===== src/rtl/mlkem_params.svh =====
// ~~~~~~~~~~~~~~~~~~~~~~~~~~~~~~~~~~~~~~~~~~~~~~~~~~
// ML-KEM modulus, Barrett constants and butterfly stage latencies
// ~~~~~~~~~~~~~~~~~~~~~~~~~~~~~~~~~~~~~~~~~~~~~~~~~~
`ifndef MLKEM_PARAMS_SVH
`define MLKEM_PARAMS_SVH

// ML-KEM prime modulus
`define MLKEM_Q 12'd3329

// Coefficient width in bits
`define MLKEM_COEFF_W 12

// Barrett multiplier floor(2^24 / q)
`define MLKEM_BARRETT_M 13'd5039
// Barrett shift matching the multiplier above
`define MLKEM_BARRETT_SHIFT 24

// Add/sub unit latency in cycles
`define ADD_SUB_LAT 2
// Masked multiplier latency in cycles
`define MULT_LAT 3
// Full butterfly latency
`define BFLY_LAT (`ADD_SUB_LAT + `MULT_LAT)

`endif


===== src/rtl/mlkem_arith_pkg.sv =====
// ~~~~~~~~~~~~~~~~~~~~~~~~~~~~~~~~~~~~~~~~~~~~~~~~~~
// Plain coefficient, product types and modular add/sub helpers
// ~~~~~~~~~~~~~~~~~~~~~~~~~~~~~~~~~~~~~~~~~~~~~~~~~~
`include "mlkem_params.svh"

package mlkem_arith_pkg;

    // One coefficient in [0, q)
    typedef logic [`MLKEM_COEFF_W-1:0] coeff_t;
    // Coefficient plus carry bit
    typedef logic [`MLKEM_COEFF_W:0] coeff_sum_t;
    // Unreduced product of two coefficients
    typedef logic [2*`MLKEM_COEFF_W-1:0] prod_t;
    // Product times Barrett multiplier
    typedef logic [3*`MLKEM_COEFF_W:0] barrett_t;

    // (a + b) mod q for a, b < q
    function automatic coeff_t mod_add(coeff_t a, coeff_t b);
        coeff_sum_t s;
        s = coeff_sum_t'(a) + coeff_sum_t'(b);
        if (s >= coeff_sum_t'(`MLKEM_Q)) begin
            s = s - coeff_sum_t'(`MLKEM_Q);
        end
        return coeff_t'(s);
    endfunction

    // (a - b) mod q for a, b < q
    function automatic coeff_t mod_sub(coeff_t a, coeff_t b);
        coeff_sum_t s;
        // Borrow case folds q back in first
        s = (a < b) ? coeff_sum_t'(a) + coeff_sum_t'(`MLKEM_Q) : coeff_sum_t'(a);
        s = s - coeff_sum_t'(b);
        return coeff_t'(s);
    endfunction

endpackage


===== src/rtl/masked_share_pkg.sv =====
// ~~~~~~~~~~~~~~~~~~~~~~~~~~~~~~~~~~~~~~~~~~~~~~~~~~
// Masked share pair and random word bundle types
// ~~~~~~~~~~~~~~~~~~~~~~~~~~~~~~~~~~~~~~~~~~~~~~~~~~

package masked_share_pkg;

    // Arithmetic masking of one coefficient
    // True value is (share0 + share1) mod q
    typedef struct packed {
        mlkem_arith_pkg::coeff_t share1;
        mlkem_arith_pkg::coeff_t share0;
    } masked_coeff_t;

    // Fresh randomness for one butterfly
    // Every word must be below q
    typedef struct packed {
        // Refresh of the multiplier output
        mlkem_arith_pkg::coeff_t r_mul;
        // Refresh of the difference
        mlkem_arith_pkg::coeff_t r_sub;
        // Refresh of the sum
        mlkem_arith_pkg::coeff_t r_add;
    } rnd_bundle_t;

    // Share order inside both structs is low word first
    // so share0 and r_add sit in the low bits

endpackage


===== src/rtl/bfly_ctrl.sv =====
// ~~~~~~~~~~~~~~~~~~~~~~~~~~~~~~~~~~~~~~~~~~~~~~~~~~
// Butterfly stage enables, output strobe and busy flag
// ~~~~~~~~~~~~~~~~~~~~~~~~~~~~~~~~~~~~~~~~~~~~~~~~~~
`include "mlkem_params.svh"

module bfly_ctrl (
    input logic clk,
    input logic reset_n,
    input logic zeroize_i,
    input logic valid_i,
    // Bit k loads the register k stages from the input
    output logic [`BFLY_LAT-1:0] stage_en_o,
    output logic valid_o,
    output logic busy_o
);

    // Bit k set when stage k holds a real item
    logic [`BFLY_LAT-1:0] vld_q;

    always_ff @(posedge clk) begin
        if (!reset_n || zeroize_i) begin
            // Items in flight are dropped
            vld_q <= '0;
        end
        else begin
            vld_q <= {vld_q[`BFLY_LAT-2:0], valid_i};
        end
    end

    // Stage 0 loads with the input strobe
    // Later stages load when their source stage is valid
    assign stage_en_o = {vld_q[`BFLY_LAT-2:0], valid_i};

    // Last stage feeds the outputs directly
    assign valid_o = vld_q[`BFLY_LAT-1];

    // Any occupied stage
    assign busy_o = |vld_q;

    // Zeroize clears the pipeline within one cycle
    assert property (@(posedge clk) disable iff (!reset_n)
        zeroize_i |=> (!valid_o && !busy_o))
        else $error("bfly_ctrl strobe seen right after zeroize");

endmodule


===== src/rtl/masked_add_sub.sv =====
// ~~~~~~~~~~~~~~~~~~~~~~~~~~~~~~~~~~~~~~~~~~~~~~~~~~
// Two-stage masked modular adder or subtractor with refresh
// ~~~~~~~~~~~~~~~~~~~~~~~~~~~~~~~~~~~~~~~~~~~~~~~~~~
`include "mlkem_params.svh"

module masked_add_sub #(
    // 0 gives a + b, 1 gives a - b
    parameter bit SUBTRACT = 1'b0
) (
    input logic clk,
    input logic reset_n,
    input logic zeroize_i,
    input logic [`ADD_SUB_LAT-1:0] en_i,
    input masked_share_pkg::masked_coeff_t op_a_i,
    input masked_share_pkg::masked_coeff_t op_b_i,
    input mlkem_arith_pkg::coeff_t rnd_i,
    output masked_share_pkg::masked_coeff_t res_o
);

    // Share-wise result before refresh
    masked_share_pkg::masked_coeff_t s1_d;
    masked_share_pkg::masked_coeff_t s1_q;
    // Random word travels with stage 1
    mlkem_arith_pkg::coeff_t rnd_q;
    // Refreshed result
    masked_share_pkg::masked_coeff_t s2_d;
    masked_share_pkg::masked_coeff_t s2_q;

    // Stage 1 shares never mix
    always_comb begin
        if (SUBTRACT) begin
            s1_d.share0 = mlkem_arith_pkg::mod_sub(op_a_i.share0, op_b_i.share0);
            s1_d.share1 = mlkem_arith_pkg::mod_sub(op_a_i.share1, op_b_i.share1);
        end
        else begin
            s1_d.share0 = mlkem_arith_pkg::mod_add(op_a_i.share0, op_b_i.share0);
            s1_d.share1 = mlkem_arith_pkg::mod_add(op_a_i.share1, op_b_i.share1);
        end
    end

    // Stage 2 moves r from one share to the other
    // Sum of shares is unchanged
    always_comb begin
        s2_d.share0 = mlkem_arith_pkg::mod_add(s1_q.share0, rnd_q);
        s2_d.share1 = mlkem_arith_pkg::mod_sub(s1_q.share1, rnd_q);
    end

    always_ff @(posedge clk) begin
        if (!reset_n || zeroize_i) begin
            s1_q <= '0;
            rnd_q <= '0;
            s2_q <= '0;
        end
        else begin
            if (en_i[0]) begin
                s1_q <= s1_d;
                rnd_q <= rnd_i;
            end
            if (en_i[1]) begin
                s2_q <= s2_d;
            end
        end
    end

    assign res_o = s2_q;

    // Out of range mask word would break the mod q refresh
    assert property (@(posedge clk) disable iff (!reset_n)
        en_i[1] |-> (rnd_q < `MLKEM_Q))
        else $error("masked_add_sub random word not below q");

endmodule


===== src/rtl/masked_gs_butterfly.sv =====
// ~~~~~~~~~~~~~~~~~~~~~~~~~~~~~~~~~~~~~~~~~~~~~~~~~~
// Masked Gentleman-Sande butterfly for the ML-KEM inverse NTT
// ~~~~~~~~~~~~~~~~~~~~~~~~~~~~~~~~~~~~~~~~~~~~~~~~~~
`include "mlkem_params.svh"

module masked_gs_butterfly (
    input logic clk,
    input logic reset_n,
    input logic zeroize_i,
    input logic valid_i,
    input masked_share_pkg::masked_coeff_t opu_i,
    input masked_share_pkg::masked_coeff_t opv_i,
    input masked_share_pkg::masked_coeff_t opw_i,
    input masked_share_pkg::rnd_bundle_t rnd_i,
    output logic valid_o,
    output logic busy_o,
    // u + v
    output masked_share_pkg::masked_coeff_t u_o,
    // (u - v) * w
    output masked_share_pkg::masked_coeff_t v_o
);

    logic [`BFLY_LAT-1:0] stage_en;
    masked_share_pkg::masked_coeff_t add_res;
    masked_share_pkg::masked_coeff_t sub_res;
    // w and r_mul aligned with the difference
    masked_share_pkg::masked_coeff_t w_dly;
    mlkem_arith_pkg::coeff_t rmul_dly;

    bfly_ctrl u_ctrl (
        .clk(clk),
        .reset_n(reset_n),
        .zeroize_i(zeroize_i),
        .valid_i(valid_i),
        .stage_en_o(stage_en),
        .valid_o(valid_o),
        .busy_o(busy_o)
    );

    // Sum path
    masked_add_sub #(
        .SUBTRACT(1'b0)
    ) u_add (
        .clk(clk),
        .reset_n(reset_n),
        .zeroize_i(zeroize_i),
        .en_i(stage_en[`ADD_SUB_LAT-1:0]),
        .op_a_i(opu_i),
        .op_b_i(opv_i),
        .rnd_i(rnd_i.r_add),
        .res_o(add_res)
    );

    // Difference path
    masked_add_sub #(
        .SUBTRACT(1'b1)
    ) u_sub (
        .clk(clk),
        .reset_n(reset_n),
        .zeroize_i(zeroize_i),
        .en_i(stage_en[`ADD_SUB_LAT-1:0]),
        .op_a_i(opu_i),
        .op_b_i(opv_i),
        .rnd_i(rnd_i.r_sub),
        .res_o(sub_res)
    );

    // Sum waits out the multiplier
    share_delay_line #(
        .payload_t(masked_share_pkg::masked_coeff_t),
        .DEPTH(`MULT_LAT)
    ) u_u_dly (
        .clk(clk),
        .reset_n(reset_n),
        .zeroize_i(zeroize_i),
        .en_i(stage_en[`BFLY_LAT-1:`ADD_SUB_LAT]),
        .data_i(add_res),
        .data_o(u_o)
    );

    // Twiddle waits out the subtractor
    share_delay_line #(
        .payload_t(masked_share_pkg::masked_coeff_t),
        .DEPTH(`ADD_SUB_LAT)
    ) u_w_dly (
        .clk(clk),
        .reset_n(reset_n),
        .zeroize_i(zeroize_i),
        .en_i(stage_en[`ADD_SUB_LAT-1:0]),
        .data_i(opw_i),
        .data_o(w_dly)
    );

    share_delay_line #(
        .payload_t(mlkem_arith_pkg::coeff_t),
        .DEPTH(`ADD_SUB_LAT)
    ) u_rmul_dly (
        .clk(clk),
        .reset_n(reset_n),
        .zeroize_i(zeroize_i),
        .en_i(stage_en[`ADD_SUB_LAT-1:0]),
        .data_i(rnd_i.r_mul),
        .data_o(rmul_dly)
    );

    masked_mod_mult u_mult (
        .clk(clk),
        .reset_n(reset_n),
        .zeroize_i(zeroize_i),
        .en_i(stage_en[`BFLY_LAT-1:`ADD_SUB_LAT]),
        .op_a_i(sub_res),
        .op_b_i(w_dly),
        .rnd_i(rmul_dly),
        .res_o(v_o)
    );

endmodule


===== src/rtl/masked_mod_mult.sv =====
// ~~~~~~~~~~~~~~~~~~~~~~~~~~~~~~~~~~~~~~~~~~~~~~~~~~
// Three-stage masked modular multiplier with Barrett reduction
// ~~~~~~~~~~~~~~~~~~~~~~~~~~~~~~~~~~~~~~~~~~~~~~~~~~
`include "mlkem_params.svh"

module masked_mod_mult (
    input logic clk,
    input logic reset_n,
    input logic zeroize_i,
    input logic [`MULT_LAT-1:0] en_i,
    input masked_share_pkg::masked_coeff_t op_a_i,
    input masked_share_pkg::masked_coeff_t op_b_i,
    input mlkem_arith_pkg::coeff_t rnd_i,
    output masked_share_pkg::masked_coeff_t res_o
);

    // Cross products a0b0, a0b1, a1b0, a1b1
    mlkem_arith_pkg::prod_t [3:0] prod_q;
    mlkem_arith_pkg::coeff_t rnd_s1_q;
    // Barrett intermediates
    mlkem_arith_pkg::barrett_t [3:0] bar_full;
    mlkem_arith_pkg::coeff_t [3:0] quot;
    mlkem_arith_pkg::coeff_sum_t [3:0] rem;
    mlkem_arith_pkg::coeff_t [3:0] red_d;
    // Reduced products
    mlkem_arith_pkg::coeff_t [3:0] red_q;
    mlkem_arith_pkg::coeff_t rnd_s2_q;
    // Output shares
    masked_share_pkg::masked_coeff_t res_d;
    masked_share_pkg::masked_coeff_t res_q;

    // Barrett reduction of each product
    // Inputs below q^2 leave a remainder below 2q
    always_comb begin
        for (int i = 0; i < 4; i++) begin
            bar_full[i] = mlkem_arith_pkg::barrett_t'(prod_q[i])
                          * mlkem_arith_pkg::barrett_t'(`MLKEM_BARRETT_M);
            quot[i] = mlkem_arith_pkg::coeff_t'(bar_full[i] >> `MLKEM_BARRETT_SHIFT);
            rem[i] = mlkem_arith_pkg::coeff_sum_t'(prod_q[i]
                     - mlkem_arith_pkg::prod_t'(quot[i]) * mlkem_arith_pkg::prod_t'(`MLKEM_Q));
            // Single correction step
            red_d[i] = (rem[i] >= `MLKEM_Q) ? mlkem_arith_pkg::coeff_t'(rem[i] - `MLKEM_Q)
                                             : mlkem_arith_pkg::coeff_t'(rem[i]);
        end
    end

    // Share 0 collects a0 terms, share 1 collects a1 terms
    // r_mul added on one side and removed on the other
    always_comb begin
        res_d.share0 = mlkem_arith_pkg::mod_add(
            mlkem_arith_pkg::mod_add(red_q[0], red_q[1]), rnd_s2_q);
        res_d.share1 = mlkem_arith_pkg::mod_sub(
            mlkem_arith_pkg::mod_add(red_q[2], red_q[3]), rnd_s2_q);
    end

    always_ff @(posedge clk) begin
        if (!reset_n || zeroize_i) begin
            prod_q <= '0;
            rnd_s1_q <= '0;
            red_q <= '0;
            rnd_s2_q <= '0;
            res_q <= '0;
        end
        else begin
            // Stage 1 raw cross products
            if (en_i[0]) begin
                prod_q[0] <= mlkem_arith_pkg::prod_t'(op_a_i.share0) * op_b_i.share0;
                prod_q[1] <= mlkem_arith_pkg::prod_t'(op_a_i.share0) * op_b_i.share1;
                prod_q[2] <= mlkem_arith_pkg::prod_t'(op_a_i.share1) * op_b_i.share0;
                prod_q[3] <= mlkem_arith_pkg::prod_t'(op_a_i.share1) * op_b_i.share1;
                rnd_s1_q <= rnd_i;
            end
            // Stage 2 reduced mod q
            if (en_i[1]) begin
                red_q <= red_d;
                rnd_s2_q <= rnd_s1_q;
            end
            // Stage 3 combined and refreshed
            if (en_i[2]) begin
                res_q <= res_d;
            end
        end
    end

    assign res_o = res_q;

    // Each reduced product entering the combine stage is fully reduced
    for (genvar i = 0; i < 4; i++) begin : g_red_chk
        assert property (@(posedge clk) disable iff (!reset_n)
            en_i[2] |-> (red_q[i] < `MLKEM_Q))
            else $error("masked_mod_mult reduced product %0d not below q", i);
    end

endmodule


===== src/rtl/share_delay_line.sv =====
// ~~~~~~~~~~~~~~~~~~~~~~~~~~~~~~~~~~~~~~~~~~~~~~~~~~
// Enable-gated delay line for any payload type
// ~~~~~~~~~~~~~~~~~~~~~~~~~~~~~~~~~~~~~~~~~~~~~~~~~~

module share_delay_line #(
    parameter type payload_t = mlkem_arith_pkg::coeff_t,
    parameter int DEPTH = 2
) (
    input logic clk,
    input logic reset_n,
    input logic zeroize_i,
    // One enable per register
    input logic [DEPTH-1:0] en_i,
    input payload_t data_i,
    output payload_t data_o
);

    // Register chain, index 0 nearest the input
    payload_t stage_q [DEPTH];

    always_ff @(posedge clk) begin
        if (!reset_n || zeroize_i) begin
            // Wipe every stage including held shares
            for (int i = 0; i < DEPTH; i++) begin
                stage_q[i] <= '0;
            end
        end
        else begin
            // First stage loads from the port
            if (en_i[0]) begin
                stage_q[0] <= data_i;
            end
            // Later stages shift only with valid data
            for (int i = 1; i < DEPTH; i++) begin
                if (en_i[i]) begin
                    stage_q[i] <= stage_q[i-1];
                end
            end
        end
    end

    // Oldest entry
    assign data_o = stage_q[DEPTH-1];

endmodule


===== config.mk =====
export PLATFORM = sky130hd
export DESIGN_NAME = masked_gs_butterfly
export DESIGN_NICKNAME = d
export VERILOG_FILES = /design/src/rtl/mlkem_arith_pkg.sv /design/src/rtl/masked_share_pkg.sv /design/src/rtl/bfly_ctrl.sv /design/src/rtl/masked_add_sub.sv /design/src/rtl/masked_gs_butterfly.sv /design/src/rtl/masked_mod_mult.sv /design/src/rtl/share_delay_line.sv
export VERILOG_INCLUDE_DIRS = /design/src /design/src/rtl
export SDC_FILE = /design/constraint.sdc
export NUM_CORES = 2
export LEC_CHECK = 0
export ABC_AREA = 1
export BUFFER_PORTS_ARGS = -buffer_cell sky130_fd_sc_hd__buf_2
export CORE_MARGIN = 8
export CORE_UTILIZATION = 55
export CTS_CLUSTER_SIZE = 24
export DETAILED_ROUTE_END_ITERATION = 10
export PLACE_DENSITY = 0.83
export SYNTH_ARGS = -nofsm -noshare
export SYNTH_HDL_FRONTEND = slang
export SYNTH_SLANG_ARGS = --single-unit

===== constraint.sdc =====
create_clock -name clk -period 8.7 [get_ports clk]
set_input_delay 0.435 -clock clk [delete_from_list [all_inputs] [get_ports clk]]
set_output_delay 0.435 -clock clk [all_outputs]
set_load 0.02 [all_outputs]

==> results.json <==
{
  "antenna_cells": 0,
  "synthArstFlopShare": 0,
  "die_h_um": 377,
  "ys_seq_area_frac": 0.149,
  "core-area_sq_um": 129000,
  "synth_area_sq_um": 71500,
  "drv_slew": 0,
  "io_buffer_count": 161,
  "synth-edff-count": 144,
  "power_density_nw_per_um2": 75.3,
  "drive_gt1_frac": 0.107,
  "fp-row-count": 132,
  "globalplace.congestion": 0.952,
  "grt_setup_unrepaired": "yes",
  "grt_pass1_wl_um": 291000,
  "ys_top_cells_by_area": "fa_1, ha_1, inv_1",
  "die_area_sq_um": 142000,
  "drtAntennaViolNets": 0,
  "max_stage_delay_ps": 600,
  "cts_buffers": 57,
  "grt_usage": 0.245,
  "cp_max_fo": 6,
  "top_layer": "met5",
  "ys.flop_type": "dfxtp_1",
  "cts.path.max_buffers": 3,
  "cp-end-kind": "flip-flop",
  "vias": 58000,
  "setup_tns_ps": 0,
  "overflow": 0,
  "synth.top_cell.area_share": 0.263,
  "max_slew_margin": 0.127,
  "grt_max_degree": 73,
  "setup_viol_count_final": 0,
  "root_buffer": "clkbuf_16",
  "dr.pass1.iters": 6,
  "cp.required_ps": 9250,
  "utilization": 0.615,
  "wl_met2_um": 88100,
  "ys_types": 63,
  "drc": 0,
  "skew_ps": 31.0,
  "yosysWarnings": 0,
  "final_cell_area_sq_um": 79600,
  "die_w_um": 377,
  "final_common_cell": "inv_1",
  "postSynthNetCount": 10900,
  "worstMarginPinSlew_ps": 1310,
  "routedWlPerCell_um": 16.6,
  "fmax_mhz": 116,
  "leakage_nw": 43.8,
  "met3_length_um": 10900,
  "drv_cap": 0,
  "cts_tree": "yes",
  "synth-seq-cells": 461,
  "routedLengthMet1_um": 73400,
  "antenna_found_initial": 1,
  "viasPerCell": 5.34,
  "io_pins": 162,
  "synthAdderAreaFrac": 0.452,
  "arrival_ps": 9170,
  "synth_xor_area_frac": 0.0501,
  "start_kind": "flip-flop",
  "placed_cell_area_sq_um": 75200,
  "syn_avg_cell_area_sq_um": 8.14,
  "fin_crit_sh": 0.991,
  "ir_drop_mv": 0.146,
  "synth_top_area_cell": "fa_1",
  "nets": 11200,
  "drt_iter0_drc": 3975,
  "fill_cells": 10400,
  "dp_hpwl_um": 144000,
  "h-tree-depth": 2,
  "period_needed_ps": 8620,
  "synth_top_family_by_area": "adder cells",
  "clkTransAtPathRegs_ps": 60,
  "hold_violations": 0,
  "final_cell_mix": "inv_1, nand2_1, ha_1",
  "worst-setup-path-type": "flip-flop to flip-flop",
  "worstHoldPathType": "input pin to flip-flop",
  "synthSimpleGateAreaFrac": 0.146,
  "area_growth_syn_to_layout_pct": 11.2,
  "synth_compound_area_frac": 0.0783,
  "power_mw": 5.99,
  "synthMuxAreaShare": 0,
  "cts_sinks": 461,
  "wl_um": 180000,
  "cpMaxStageDelayCell": "fa_1",
  "postSynthCellCount": 8793,
  "grt_pass1_vias": 60500,
  "crit_top_cell": "fa_1",
  "initial_utilization": 0.553,
  "hold_slack_ps": 45.6,
  "outcome": "completed",
  "insertion_delay_ps": 680
}
==> timing repair <==
item / 4_1_cts / 5_1_grt
pin swaps: 6 / 281
hold buffers: 23 / 0
gates resized for setup: 30 / 452
cloned: 0 / 4
setup buffers: 3 / 60
endpoints found under the setup margin: 34 / 48
endpoints found under the hold margin: 23 / 0
==> final timing paths <==
kind | startpoint | end | slack (ps) | cells after the start
hold / removal | rnd_i[23] | u_sub.rnd_q[11]$_SDFFE_PN0P_ | 50 | 3
hold reg to reg | u_rmul_dly.stage_q[1][5]$_SDFFCE_PN0P_ | u_mult.rnd_s1_q[5]$_SDFFE_PN0P_ | 450 | 2
setup / recovery | u_mult.prod_q[61]$_SDFFE_PN0P_ | u_mult.red_q[29]$_SDFFE_PN0P_ | 80 | 42
setup reg to reg | u_mult.prod_q[61]$_SDFFE_PN0P_ | u_mult.red_q[29]$_SDFFE_PN0P_ | 80 | 42
==> layer usage <==
metal / up-vias / GRT usage
li1: 27600 / -
met1: 28000 / 0.303
met2: 1965 / 0.434
met3: 484 / 0.0329
met4: 2 / 0.0956
met5: - / 0
==> flip-flops by register name, summed over array words and instances, names as in the netlist <==
signal	cells
u_w_dly.stage_q	48
u_ctrl.vld_q	5
u_add.rnd_q	12
u_add.res_o	24
u_mult.res_o	24
u_sub.s1_q	24
u_mult.rnd_s1_q	12
u_u_dly.stage_q	72
u_sub.res_o	24
u_mult.rnd_s2_q	12
u_sub.rnd_q	12
u_mult.prod_q	96
u_rmul_dly.stage_q	24
u_mult.red_q	48
u_add.s1_q	24
==> cells by family after synthesis <==
group           count (synthesis)
compound gates                991
buf+inv                      2330
xor+xnor                      403
fa+ha+maj                    2023
flops                         461
simple gates                 2585
==> through the flow <==
stage,setup slack [ps],std cells
2_1_floorplan,408,8793
3_3_place_gp,113,10700
3_5_place_dp,-288,10700
4_1_cts,7.63,10800
5_1_grt,-372,10900
6_report,76.1,10900
==> Yosys cell counts, types with 20 or more instances <==
master	instances
buf_4	25
o21bai_1	32
fa_1	940
nand4_1	55
ha_1	1083
dfxtp_1	317
nand2_1	1734
nand3_1	213
xnor2_1	125
o22ai_1	78
nor3_1	55
a21o_1	20
nor2_1	447
clkbuf_1	197
o21ai_1	30
xor2_1	272
inv_1	2078
edfxtp_1	144
o21ai_0	323
a21oi_1	364
==> power breakdown <==
group	switching (mW)	internal [mW]	leakage, nW
Combinational	0.748	0.409	38.6
Sequential	0.0663	2.26	4.23
Clock	1.08	1.43	0.939
==> critical path: cells and delay by family, from the launching register on <==
family	cells	cell delay [ps]
AOI/OAI and AO/OA	8	1300
xor gates and xnor gates	4	700
adders and majority gates	10	4270
buffers and inverters	8	660
DFF	1	370
and+or+nand+nor	12	1200
==> cell type report <==
class                   count  area (sq um)  share of cell area
inverters                2094          7860              0.0988
repair buffers            458          3210              0.0403
multi-input cells        6002         53500               0.672
clock buffers              69          1490              0.0187
well taps                1742          2180              0.0274
flip-flops and latches    461         10900               0.136
clock inverters            38           482             0.00605
(Power assumes the default switching activity.)
